[config.mk]
export PLATFORM = sky130hd
export DESIGN_NAME = voiceRecorder
export DESIGN_NICKNAME = d
export VERILOG_FILES = /design/src/recorderPkg.sv /design/src/buttonDebounce.sv /design/src/messageTable.sv /design/src/sampleMemory.sv /design/src/recorderControl.sv /design/src/voiceRecorder.sv
export SDC_FILE = /design/constraint.sdc
export NUM_CORES = 1
export LEC_CHECK = 0
export BUFFER_PORTS_ARGS = -buffer_cell sky130_fd_sc_hd__buf_4
export CORE_ASPECT_RATIO = 1.25
export CORE_UTILIZATION = 50
export DETAILED_ROUTE_END_ITERATION = 6
export GPL_ROUTABILITY_DRIVEN = 0
export PLACE_DENSITY_LB_ADDON = 0.08
export SETUP_SLACK_MARGIN = 0.5
export SLEW_MARGIN = 15
export SYNTH_ARGS = -nofsm -noshare
export SYNTH_HDL_FRONTEND = slang
export SYNTH_HIERARCHICAL = 1
export SYNTH_SLANG_ARGS = --single-unit
[constraint.sdc]
create_clock -name clkout -period 6.3 [get_ports clkout]
set_input_delay 1.26 -clock clkout [delete_from_list [all_inputs] [get_ports clkout]]
set_output_delay 1.26 -clock clkout [all_outputs]
set_load 0.02 [all_outputs]
[src/recorderPkg.sv]
`default_nettype none

package recorderPkg;

	// number of message slots on the front panel
	localparam int SlotCount = 5;

	typedef logic [2:0] SlotIndex;

	// one audio sample from the codec
	typedef logic [7:0] Sample;

	// length or offset within a slot, up to 64 samples
	typedef logic [6:0] SampleCount;

	typedef logic [1:0] Mode;

	// menu positions, in up order
	localparam Mode ModePlay = 2'd0;
	localparam Mode ModeRecord = 2'd1;
	localparam Mode ModeDelete = 2'd2;
	localparam Mode ModeDeleteAll = 2'd3;

	typedef enum logic [3:0] {
		idle,
		menu,
		playMenu,
		playing,
		skipping,
		recordStart,
		recording,
		recordDone,
		deleteMenu,
		deleteAll,
		memFullShow
	} ControlState;

endpackage

`default_nettype wire

[src/buttonDebounce.sv]
`timescale 1ns/1ns
`default_nettype none

module buttonDebounce #(
	parameter int DebounceCycles = 4
) (
	input wire logic clkout,
	input wire logic reset,
	input wire logic btnUp,
	input wire logic btnDown,
	input wire logic btnCentre,
	input wire logic btnLeft,
	input wire logic btnRight,
	output logic upPress,
	output logic downPress,
	output logic centrePress,
	output logic leftPress,
	output logic rightPress
);

	localparam int ButtonCount = 5;
	localparam int CountWidth = $clog2(DebounceCycles + 1);

	logic [ButtonCount-1:0] raw;
	logic [ButtonCount-1:0] synced;
	logic [ButtonCount-1:0] level;
	logic [ButtonCount-1:0] levelPrev;
	logic [ButtonCount-1:0] press;
	logic [CountWidth-1:0] stableCount [ButtonCount];

	assign raw = {btnRight, btnLeft, btnCentre, btnDown, btnUp};

	always_ff @(posedge clkout) begin
		if (!reset) begin
			synced <= '0;
			level <= '0;
			levelPrev <= '0;
			press <= '0;
			for (int i = 0; i < ButtonCount; i++) begin
				stableCount[i] <= '0;
			end
		end else begin
			synced <= raw;
			levelPrev <= level;
			// act on release of the button
			press <= levelPrev & ~level;
			for (int i = 0; i < ButtonCount; i++) begin
				if (synced[i] == level[i]) begin
					stableCount[i] <= '0;
				end else if (stableCount[i] == CountWidth'(DebounceCycles - 1)) begin
					level[i] <= synced[i];
					stableCount[i] <= '0;
				end else begin
					stableCount[i] <= stableCount[i] + 1'b1;
				end
			end
		end
	end

	assign upPress = press[0];
	assign downPress = press[1];
	assign centrePress = press[2];
	assign leftPress = press[3];
	assign rightPress = press[4];

endmodule

`default_nettype wire

[src/messageTable.sv]
`timescale 1ns/1ns
`default_nettype none

module messageTable #(
	parameter int SlotDepth = 16
) (
	input wire logic clkout,
	input wire logic reset,
	input wire logic commit,
	input wire logic clearOne,
	input wire logic clearAll,
	input wire recorderPkg::SlotIndex writeSlot,
	input wire recorderPkg::SlotIndex selected,
	input wire recorderPkg::SampleCount commitLength,
	output logic [recorderPkg::SlotCount-1:0] slotValid,
	output recorderPkg::SlotIndex freeSlot,
	output recorderPkg::SlotIndex nextValid,
	output logic anyFree,
	output logic nextFound,
	output recorderPkg::SampleCount selectedLength
);

	logic [recorderPkg::SlotCount-1:0] valid;
	recorderPkg::SampleCount lengths [recorderPkg::SlotCount];

	assign slotValid = valid;
	assign selectedLength = lengths[selected];

	always_ff @(posedge clkout) begin
		if (!reset) begin
			valid <= '0;
		end else if (clearAll) begin
			valid <= '0;
		end else begin
			// delete works on the slot shown in the menu
			if (clearOne) begin
				valid[selected] <= 1'b0;
			end
			if (commit) begin
				valid[writeSlot] <= 1'b1;
			end
		end
	end

	always_ff @(posedge clkout) begin
		if (commit) begin
			lengths[writeSlot] <= commitLength;
		end
	end

	////////////////////////////////////////////////////////////////////
	// priority search, walking down so the lowest match wins
	always_comb begin
		freeSlot = '0;
		anyFree = 1'b0;
		nextValid = '0;
		nextFound = 1'b0;
		for (int i = recorderPkg::SlotCount - 1; i >= 0; i--) begin
			if (!valid[i]) begin
				freeSlot = recorderPkg::SlotIndex'(i);
				anyFree = 1'b1;
			end
			if (valid[i] && recorderPkg::SlotIndex'(i) > selected) begin
				nextValid = recorderPkg::SlotIndex'(i);
				nextFound = 1'b1;
			end
		end
	end

	// the recorder only ever claims a free slot
	commitToFreeSlot: assert property (@(posedge clkout) disable iff (!reset)
		commit |-> !valid[writeSlot]);

	commitLengthFits: assert property (@(posedge clkout) disable iff (!reset)
		commit |-> commitLength <= recorderPkg::SampleCount'(SlotDepth));

endmodule

`default_nettype wire

[src/sampleMemory.sv]
`timescale 1ns/1ns
`default_nettype none

module sampleMemory #(
	parameter int SlotDepth = 16
) (
	input wire logic clkout,
	input wire logic writeEnable,
	input wire logic readEnable,
	input wire recorderPkg::SlotIndex slot,
	input wire recorderPkg::SampleCount offset,
	input wire recorderPkg::Sample writeData,
	output recorderPkg::Sample readData
);

	localparam int Words = recorderPkg::SlotCount * SlotDepth;
	localparam int AddrWidth = $clog2(Words);

	recorderPkg::Sample storage [Words];
	logic [AddrWidth-1:0] address;

	// slots sit back to back, SlotDepth samples each
	assign address = AddrWidth'(int'(slot) * SlotDepth + int'(offset));

	always_ff @(posedge clkout) begin
		if (writeEnable) begin
			storage[address] <= writeData;
		end
	end

	// registered read, data one cycle after the request
	always_ff @(posedge clkout) begin
		if (readEnable) begin
			readData <= storage[address];
		end
	end

	// one port address, so record and play never share a cycle
	singleAccess: assert property (@(posedge clkout)
		!(writeEnable && readEnable));

endmodule

`default_nettype wire

[src/recorderControl.sv]
`timescale 1ns/1ns
`default_nettype none

module recorderControl #(
	parameter int SlotDepth = 16
) (
	input wire logic clkout,
	input wire logic reset,
	input wire logic upPress,
	input wire logic downPress,
	input wire logic centrePress,
	input wire logic leftPress,
	input wire logic rightPress,
	input wire logic sampleStrobe,
	input wire recorderPkg::Sample sampleIn,
	input wire recorderPkg::Sample readData,
	input wire logic [recorderPkg::SlotCount-1:0] slotValid,
	input wire recorderPkg::SlotIndex freeSlot,
	input wire recorderPkg::SlotIndex nextValid,
	input wire logic anyFree,
	input wire logic nextFound,
	input wire recorderPkg::SampleCount selectedLength,
	output recorderPkg::Mode mode,
	output recorderPkg::SlotIndex selected,
	output logic recording,
	output logic memFull,
	output logic writeEnable,
	output logic readEnable,
	output logic commit,
	output logic clearOne,
	output logic clearAll,
	output recorderPkg::SlotIndex memSlot,
	output recorderPkg::SampleCount memOffset,
	output recorderPkg::SampleCount commitLength,
	output recorderPkg::Sample writeData,
	output recorderPkg::Sample sampleOut,
	output logic sampleOutStrobe
);

	localparam recorderPkg::SampleCount LastOffset = recorderPkg::SampleCount'(SlotDepth - 1);
	localparam recorderPkg::SampleCount FullCount = recorderPkg::SampleCount'(SlotDepth);
	localparam recorderPkg::SlotIndex LastSlot =
		recorderPkg::SlotIndex'(recorderPkg::SlotCount - 1);

	recorderPkg::ControlState state;
	recorderPkg::SampleCount cursor;
	logic readPending;

	// up and down through the slots, held at both ends
	function automatic recorderPkg::SlotIndex stepSelect(input recorderPkg::SlotIndex current,
			input logic up, input logic down);
		if (up && current != LastSlot) begin
			return current + 1'b1;
		end
		if (down && current != '0) begin
			return current - 1'b1;
		end
		return current;
	endfunction

	////////////////////////////////////////////////////////////////////
	// strobes and status decoded from the state
	assign recording = state == recorderPkg::recording;
	assign memFull = state == recorderPkg::memFullShow;
	assign writeEnable = recording && sampleStrobe && !leftPress;
	assign readEnable = (state == recorderPkg::playing) && sampleStrobe &&
		cursor != selectedLength && !leftPress && !rightPress;
	assign commit = state == recorderPkg::recordDone;
	assign clearOne = (state == recorderPkg::deleteMenu) && centrePress;
	assign clearAll = state == recorderPkg::deleteAll;

	assign memOffset = cursor;
	assign commitLength = cursor;
	assign writeData = sampleIn;

	////////////////////////////////////////////////////////////////////
	// menu FSM
	always_ff @(posedge clkout) begin
		if (!reset) begin
			state <= recorderPkg::idle;
			mode <= recorderPkg::ModePlay;
			selected <= '0;
			cursor <= '0;
			memSlot <= '0;
		end else begin
			unique case (state)
				recorderPkg::idle: begin
					if (upPress && mode != recorderPkg::ModeDeleteAll) begin
						mode <= mode + 1'b1;
					end else if (downPress && mode != recorderPkg::ModePlay) begin
						mode <= mode - 1'b1;
					end else if (centrePress) begin
						state <= recorderPkg::menu;
					end
				end
				recorderPkg::menu: begin
					unique case (mode)
						recorderPkg::ModePlay: state <= recorderPkg::playMenu;
						recorderPkg::ModeRecord: state <= recorderPkg::recordStart;
						recorderPkg::ModeDelete: state <= recorderPkg::deleteMenu;
						default: state <= recorderPkg::deleteAll;
					endcase
				end
				recorderPkg::playMenu: begin
					selected <= stepSelect(selected, upPress, downPress);
					if (centrePress && slotValid[selected]) begin
						memSlot <= selected;
						cursor <= '0;
						state <= recorderPkg::playing;
					end else if (leftPress) begin
						state <= recorderPkg::idle;
					end
				end
				recorderPkg::playing: begin
					if (leftPress) begin
						state <= recorderPkg::playMenu;
					end else if (rightPress) begin
						state <= recorderPkg::skipping;
					end else if (cursor == selectedLength) begin
						state <= recorderPkg::playMenu;
					end else if (readEnable) begin
						cursor <= cursor + 1'b1;
					end
				end
				recorderPkg::skipping: begin
					// nothing valid above, so back to choosing
					if (nextFound) begin
						selected <= nextValid;
						memSlot <= nextValid;
						cursor <= '0;
						state <= recorderPkg::playing;
					end else begin
						state <= recorderPkg::playMenu;
					end
				end
				recorderPkg::recordStart: begin
					if (anyFree) begin
						memSlot <= freeSlot;
						cursor <= '0;
						state <= recorderPkg::recording;
					end else begin
						state <= recorderPkg::memFullShow;
					end
				end
				recorderPkg::recording: begin
					if (leftPress) begin
						state <= recorderPkg::recordDone;
					end else if (writeEnable) begin
						cursor <= cursor + 1'b1;
						// last sample fills the slot
						if (cursor == LastOffset) begin
							state <= recorderPkg::recordDone;
						end
					end
				end
				recorderPkg::recordDone: begin
					state <= recorderPkg::idle;
				end
				recorderPkg::deleteMenu: begin
					selected <= stepSelect(selected, upPress, downPress);
					if (leftPress) begin
						state <= recorderPkg::idle;
					end
				end
				recorderPkg::deleteAll: begin
					state <= recorderPkg::idle;
				end
				recorderPkg::memFullShow: begin
					if (leftPress) begin
						state <= recorderPkg::idle;
					end
				end
				default: begin
					state <= recorderPkg::idle;
				end
			endcase
		end
	end

	////////////////////////////////////////////////////////////////////
	// playback output, two cycles after the strobe
	always_ff @(posedge clkout) begin
		if (!reset) begin
			readPending <= 1'b0;
			sampleOutStrobe <= 1'b0;
		end else begin
			readPending <= readEnable;
			sampleOutStrobe <= readPending;
		end
	end

	always_ff @(posedge clkout) begin
		if (readPending) begin
			sampleOut <= readData;
		end
	end

	// no playback sample may still be in flight once recording starts
	recordExcludesPlay: assert property (@(posedge clkout) disable iff (!reset)
		recording |-> !readPending && !sampleOutStrobe);

	cursorInSlot: assert property (@(posedge clkout) disable iff (!reset)
		cursor <= FullCount);

endmodule

`default_nettype wire

[src/voiceRecorder.sv]
`timescale 1ns/1ns
`default_nettype none

module voiceRecorder #(
	parameter int SlotDepth = 16,
	parameter int DebounceCycles = 4
) (
	input wire logic clkout,
	input wire logic reset,
	input wire logic btnUp,
	input wire logic btnDown,
	input wire logic btnCentre,
	input wire logic btnLeft,
	input wire logic btnRight,
	input wire logic sampleStrobe,
	input wire recorderPkg::Sample sampleIn,
	output recorderPkg::Sample sampleOut,
	output logic sampleOutStrobe,
	output logic recording,
	output logic memFull,
	output recorderPkg::Mode mode,
	output recorderPkg::SlotIndex selected,
	output logic [recorderPkg::SlotCount-1:0] slotValid
);

	// release strobes
	logic upPress;
	logic downPress;
	logic centrePress;
	logic leftPress;
	logic rightPress;

	// sample memory side
	logic writeEnable;
	logic readEnable;
	recorderPkg::SlotIndex memSlot;
	recorderPkg::SampleCount memOffset;
	recorderPkg::Sample writeData;
	recorderPkg::Sample readData;

	// slot table side
	logic commit;
	logic clearOne;
	logic clearAll;
	recorderPkg::SampleCount commitLength;
	recorderPkg::SlotIndex freeSlot;
	recorderPkg::SlotIndex nextValid;
	logic anyFree;
	logic nextFound;
	recorderPkg::SampleCount selectedLength;

	buttonDebounce #(
		.DebounceCycles(DebounceCycles)
	) debouncer (
		.clkout(clkout),
		.reset(reset),
		.btnUp(btnUp),
		.btnDown(btnDown),
		.btnCentre(btnCentre),
		.btnLeft(btnLeft),
		.btnRight(btnRight),
		.upPress(upPress),
		.downPress(downPress),
		.centrePress(centrePress),
		.leftPress(leftPress),
		.rightPress(rightPress)
	);

	recorderControl #(
		.SlotDepth(SlotDepth)
	) control (
		.clkout(clkout),
		.reset(reset),
		.upPress(upPress),
		.downPress(downPress),
		.centrePress(centrePress),
		.leftPress(leftPress),
		.rightPress(rightPress),
		.sampleStrobe(sampleStrobe),
		.sampleIn(sampleIn),
		.readData(readData),
		.slotValid(slotValid),
		.freeSlot(freeSlot),
		.nextValid(nextValid),
		.anyFree(anyFree),
		.nextFound(nextFound),
		.selectedLength(selectedLength),
		.mode(mode),
		.selected(selected),
		.recording(recording),
		.memFull(memFull),
		.writeEnable(writeEnable),
		.readEnable(readEnable),
		.commit(commit),
		.clearOne(clearOne),
		.clearAll(clearAll),
		.memSlot(memSlot),
		.memOffset(memOffset),
		.commitLength(commitLength),
		.writeData(writeData),
		.sampleOut(sampleOut),
		.sampleOutStrobe(sampleOutStrobe)
	);

	messageTable #(
		.SlotDepth(SlotDepth)
	) messages (
		.clkout(clkout),
		.reset(reset),
		.commit(commit),
		.clearOne(clearOne),
		.clearAll(clearAll),
		.writeSlot(memSlot),
		.selected(selected),
		.commitLength(commitLength),
		.slotValid(slotValid),
		.freeSlot(freeSlot),
		.nextValid(nextValid),
		.anyFree(anyFree),
		.nextFound(nextFound),
		.selectedLength(selectedLength)
	);

	sampleMemory #(
		.SlotDepth(SlotDepth)
	) memory (
		.clkout(clkout),
		.writeEnable(writeEnable),
		.readEnable(readEnable),
		.slot(memSlot),
		.offset(memOffset),
		.writeData(writeData),
		.readData(readData)
	);

endmodule

`default_nettype wire

* Word-level counts from Yosys, hierarchy flattened
Memories as Yosys holds them, arrays and structs flattened. A register that Yosys moved wholly into a read port is not among the register bits. Cells that the tools add are included.
Word-level totals: word-level logic and storage cells 308, memories kept 3, bits in registers 54, output and inout bits 21, input bits 16, memory bits (writable) 690
Operators by class: bitwise gates (word level) 26, reductions and logical operators 41, muxes and demuxes 157, $add $sub $neg 11, equality and inequality tests 44, order comparisons 9
Memories:
- memory.storage | depth 80, width 8, rd ports 1, clocked after memory_dff 1, wr ports 1, RTL line sampleMemory.sv:19 | recorderPkg::Sample storage [Words];
- messages.lengths | depth 5, width 7, rd ports 1, clocked after memory_dff 1, wr ports 1, RTL line messageTable.sv:24 | recorderPkg::SampleCount lengths [recorderPkg::SlotCount];
- debouncer.stableCount | depth 5, width 3, rd ports 5, clocked after memory_dff 0, wr ports 5, RTL line buttonDebounce.sv:29 | logic [CountWidth-1:0] stableCount [ButtonCount];
Operators with widths (number):
- $mux W3 | 36
- $mux W1 | 86
- $mux W7 | 9
- $mux W4 | 12
- $pmux W7 S5 | 1
- $pmux W4 S8 | 1
- $mux W5 | 4
- $ne A2 B2 Y1 const B | 10
- $logic_and A1 B1 Y1 | 19
- $add A3 B1 Y3 const B | 6
- $pmux W3 S3 | 2
- $eq A4 B3 Y1 const B | 4
- $eq A3 B2 Y1 const B | 5
- $or A1 B1 Y1 | 15
- $eq A4 B4 Y1 const B | 3
- $ne A3 B3 Y1 const B | 4
- $pmux W4 S3 | 1
- $reduce_and A2 Y1 | 6
- $and A5 B5 Y5 | 2
- $not A5 Y5 | 2
- $reduce_and A10 Y1 | 1
- $reduce_bool A3 Y1 | 3
- $eq A4 B2 Y1 const B | 2
- $lt A3 B4 Y1 const B | 2
- 32 further kinds | 52

* Longest topological paths before layout
depth in word-level cells 13, gate-level depth with buffers 11, mapped depth without buffers 9

* Cells and area by module
Netlist, hierarchy kept.
By module, submodules not included:
- sampleMemory | cells each 1383, area an instance 25450.7 µm², instances 1, sequential area each 19458.7 µm²
- recorderControl | cells each 240, area an instance 2069.5 µm², instances 1, sequential area each 660.6 µm²
- messageTable | cells each 123, area an instance 1739.2 µm², instances 1, sequential area each 1151.1 µm²
- buttonDebounce | cells each 104, area an instance 1376.3 µm², instances 1, sequential area each 850.8 µm²

* Least setup slack after synthesis
Ideal clock, no wire load.
path kind reg2reg, start register control.cursor[5] (netlist: control/commitLength[5]), end memory memory/storage[16][0] (netlist bit) (enable), stages on the path, launching flop included 10, arrival time 2.575 ns, setup slack 3.354 ns, clock period less this slack 2.946 ns, cell sequence dfxtp_1 buf_4 inv_1 fa_1 xnor2_1 xnor2_1 buf_2 buf_1 nand3_1 nor2_1
On the way: longest elaborated chain between the ends 1
Ends and longest elaborated chain:
- start, declared | RTL line recorderControl.sv:46 | recorderPkg::SampleCount cursor;
- start signal, assigned | RTL line recorderControl.sv:122 | cursor <= cursor + 1'b1;
- start signal, assigned | RTL line recorderControl.sv:149 | cursor <= cursor + 1'b1;
- $add A7 B7 Y7 | RTL line sampleMemory.sv:23 | assign address = AddrWidth'(int'(slot) * SlotDepth + int'(offset));
- end, declared | RTL line sampleMemory.sv:19
Every way passes these cells.

* Worst setup path after layout
start register control.cursor[4] (netlist: control/commitLength[4]), end memory memory/storage[14][3] (netlist bit) (enable)
The elaborated chain is that of the path after synthesis.

==> impl_metrics.tcl <==
set metrics [dict create \
    firstDrtPassIters 6 \
    synth_edf_count 706 \
    p_sw_share_pct 19.54 \
    clkSinkCount 752 \
    design.core.area_um2 60660 \
    clock_path_buffers 3 \
    min_path_type "register to register" \
    final-max-slew-violation-count 0 \
    most-common-layout-cells "edfxtp_1, nor2_1, mux4_2, clkbuf_16, nand2_1" \
    critPathRequiredTime_ns 6.55 \
    period_needed_ns 4.222 \
    critPathMaxFanout 21 \
    wl_per_cell_um 29.44 \
    slew-limit-headroom_pct 27.60 \
    die_h_um 278.7 \
    grt_pass1_vias 17250 \
    nets 1931 \
    p_comb_share_pct 1.3 \
    p_clk_share_pct 44.8 \
    cts_buffers 74 \
    cts_setup_buffers 0 \
    grt_overflow 0 \
    power.internal_mw 8.141 \
    cp.arrival_ns 4.47 \
    async_flop_share_pct 0 \
    grt_max_degree 75 \
    hold-worst-slack_ns 0.4203 \
    cpPeakStageDelay_ns 0.69 \
    cts_tree "built" \
    startpoint_type "register" \
    num_vias 17110 \
    route.detailed.drc 0 \
    clock-root-buffer "clkbuf_16" \
    crit_type "register to register" \
    syn-cell-area_um2 30640 \
    ys_ff_latch 752 \
    vdd_drop_max_v 0.0002426 \
    globalRouteTotalUtil_pct 26.09 \
    reg2reg_to "memory/storage[14][3]" \
    num_io_pins 37 \
    synthCells 1850 \
    numPortBuffers 36 \
    synth_ff_type "edfxtp_1" \
    tightestPinTransition_ns 1.076 \
    fmax_ghz 0.2369 \
    antenna_found_initial 0 \
    dieArea_um2 62270 \
    layout_commonest_cell "edfxtp_1" \
    hold_buffers 0 \
    finalSetupTns_ns 0 \
    clkTransAtPathRegs_ns 0.06 \
    rr_worst_depth 10 \
    finalSetupViolCount 0 \
    cts.repair.resized 0 \
    cp_cell_sequence "ha_2, inv_1, fa_1, xnor2_1, xnor2_2, buf_4, inv_1, nor2_1, nand3_1, nor2_1" \
    seq_area_frac_synth_pct 72.21 \
    outcome "finished, final reports clean" \
    sequentialPowerShare_pct 54.0 \
    rows 101 \
    ys_types 81 \
    yosysWarningCount 6 \
    rsz0062_at_grt "no" \
    hold_start "memory/readData[4]" \
    ant_nets 0 \
    holdPathEnd "control/sampleOut[4]" \
    reg2reg_from "control/commitLength[4]" \
    power_density_nw_per_um2 297.4 \
    reg2reg_slack_ns 2.08 \
    grt_first_pass_wirelength_um 116700 \
    power.total_mw 10.12 \
    drtIter0Drc 1823 \
    dpl.hpwl_um 50120 \
    initial_core_util_pct 50.51 \
    drive_above_1_share_pct 17.06 \
    drv_cap 0 \
    totalWireLength_um 80230 \
    detail_route.vias_per_cell 6.277 \
    p_switching_mw 1.978 \
    area_delta_synth_final_pct 11.05 \
    fin_crit_sh_pct 67.01 \
    die_w_um 223.4 \
    crit_slowest_cell "nor2_1" \
    hold_depth 0 \
    avgSynthCellArea_um2 16.56 \
    clk-insertion-delay-late_ns 0.62 \
    report.final.hold_viol_count 0 \
    worst_setup_path_end_kind "register" \
    fin_skew_ns 0.02588 \
    cts_htree_levels 3 \
    leakagePower_nw 10.67 \
]
## stage by stage
stage	area (um2)	setup WS [ns]	utilization (%)	std cells
CTS	34020	2.185	56.08	2724
global placement	31530	1.905	51.98	2589
global route	34020	1.917	56.08	2724
detailed placement	31530	1.860	51.98	2589
finish	34020	2.078	56.09	2725
floorplan	30690	3.354	-	1864
## cells in the mapped netlist, drive strengths merged (6+ instances only)
| cell | instances | area share, % |
|---|---|---|
| nand2b | 19 | 0.39 |
| nor4bb | 6 | 0.20 |
| and2 | 21 | 0.43 |
| a211oi | 10 | 0.25 |
| a31oi | 16 | 0.33 |
| a221oi | 54 | 1.5 |
| dfxtp | 46 | 3.0 |
| mux2 | 44 | 1.7 |
| a221o | 9 | 0.30 |
| o31ai | 8 | 0.20 |
| mux4 | 81 | 6.0 |
| inv | 26 | 0.32 |
| nor2b | 29 | 0.59 |
| nor2 | 168 | 2.1 |
| xnor2 | 15 | 0.43 |
| nand2 | 76 | 0.94 |
| mux2i | 66 | 2.2 |
| nand3 | 41 | 0.67 |
| o21ai | 27 | 0.44 |
| nor3 | 15 | 0.28 |
| a22oi | 52 | 1.3 |
| a21boi | 6 | 0.18 |
| edfxtp | 706 | 69 |
| nand4 | 6 | 0.12 |
| nor4b | 11 | 0.31 |
| o22ai | 10 | 0.20 |
| a21oi | 58 | 0.96 |
| ha | 21 | 0.86 |
| buf | 93 | 2.0 |
| clkbuf | 27 | 0.33 |
| a22o | 7 | 0.20 |
## logic make-up (layout without fill, tap and decap cells)
logic type,Yosys count,after routing,share of synthesized area [%]
buffers and inverters,146,234,2.642
multiplexers,191,191,9.826
adder cells (fa/ha/maj),22,22,0.9230
AND/OR/NAND/NOR,418,418,6.673
flip-flops,752,752,72.21
XOR/XNOR,18,18,0.5146
other,1,16,0.01224
AO/OA/AOI/OAI,302,302,7.200
## worst max-delay path by stage
stage	cells after the start	start	to
floorplan	9	control/commitLength[5]	memory/storage[16][0]
global placement	5	sampleStrobe	memory/storage[36][5]
detailed placement	5	sampleStrobe	memory/storage[76][7]
CTS	10	control/commitLength[4]	memory/storage[9][4]
global route	10	control/commitLength[4]	memory/storage[9][4]
finish	10	control/commitLength[4]	memory/storage[14][3]
## state kept, by name, summed over array words and instances, names as in the netlist, 2 cells and up
| register | flops |
|---|---|
| debouncer/level | 5 |
| control/mode | 2 |
| control/sampleOut | 8 |
| control/selected | 3 |
| control/memSlot | 3 |
| memory/readData | 8 |
| debouncer/levelPrev | 5 |
| control/state | 4 |
| control/commitLength | 7 |
| debouncer/press | 5 |
| memory/storage | 640 |
| debouncer/synced | 5 |
| messages/lengths | 35 |
| messages/slotValid | 5 |
| debouncer/stableCount | 15 |
## power by group through the flow
stage	Combinational [mW]	Clock, mW	Sequential (mW)
6_report	0.127	4.53	5.46
5_1_grt	0.137	4.78	5.46
4_1_cts	0.130	4.60	5.46
3_5_place_dp	0.130	0	5.57
3_3_place_gp	0.130	0	5.57
2_1_floorplan	0.0577	0	5.57
## per-layer routing
| layer | GRT usage (%) | vias to the layer above | part of all wire (%) |
|---|---|---|---|
| li1 | - | 7395 | - |
| met1 | 33.23 | 8833 | 39 |
| met2 | 45.43 | 723 | 51 |
| met3 | 3.578 | 154 | 6.0 |
| met4 | 9.958 | 0 | 3.6 |
| met5 | 0 | - | 0 |
## final cells by class
class / instances / area (um2)
Clock buffer: 92 / 2026
Sequential cell: 752 / 22130
Clock inverter: 43 / 465.4
Timing Repair Buffer: 73 / 560.5
Antenna cell: 1 / 2.502
Fill cell: 4724 / 26640
Inverter: 26 / 97.59
Tap cell: 772 / 965.9
Multi-Input combinational cell: 966 / 7770
## critical path: cells and delay by family, from the launching register on
kind                     cells  cell delay [ns]
XOR/XNOR                     2             0.37
adder cells (fa/ha/maj)      2             0.62
buffers and inverters        3             0.50
flip-flops                   1             0.61
AND/OR/NAND/NOR              3             1.74
No activity file was read; power rests on OpenSTA's default activity.
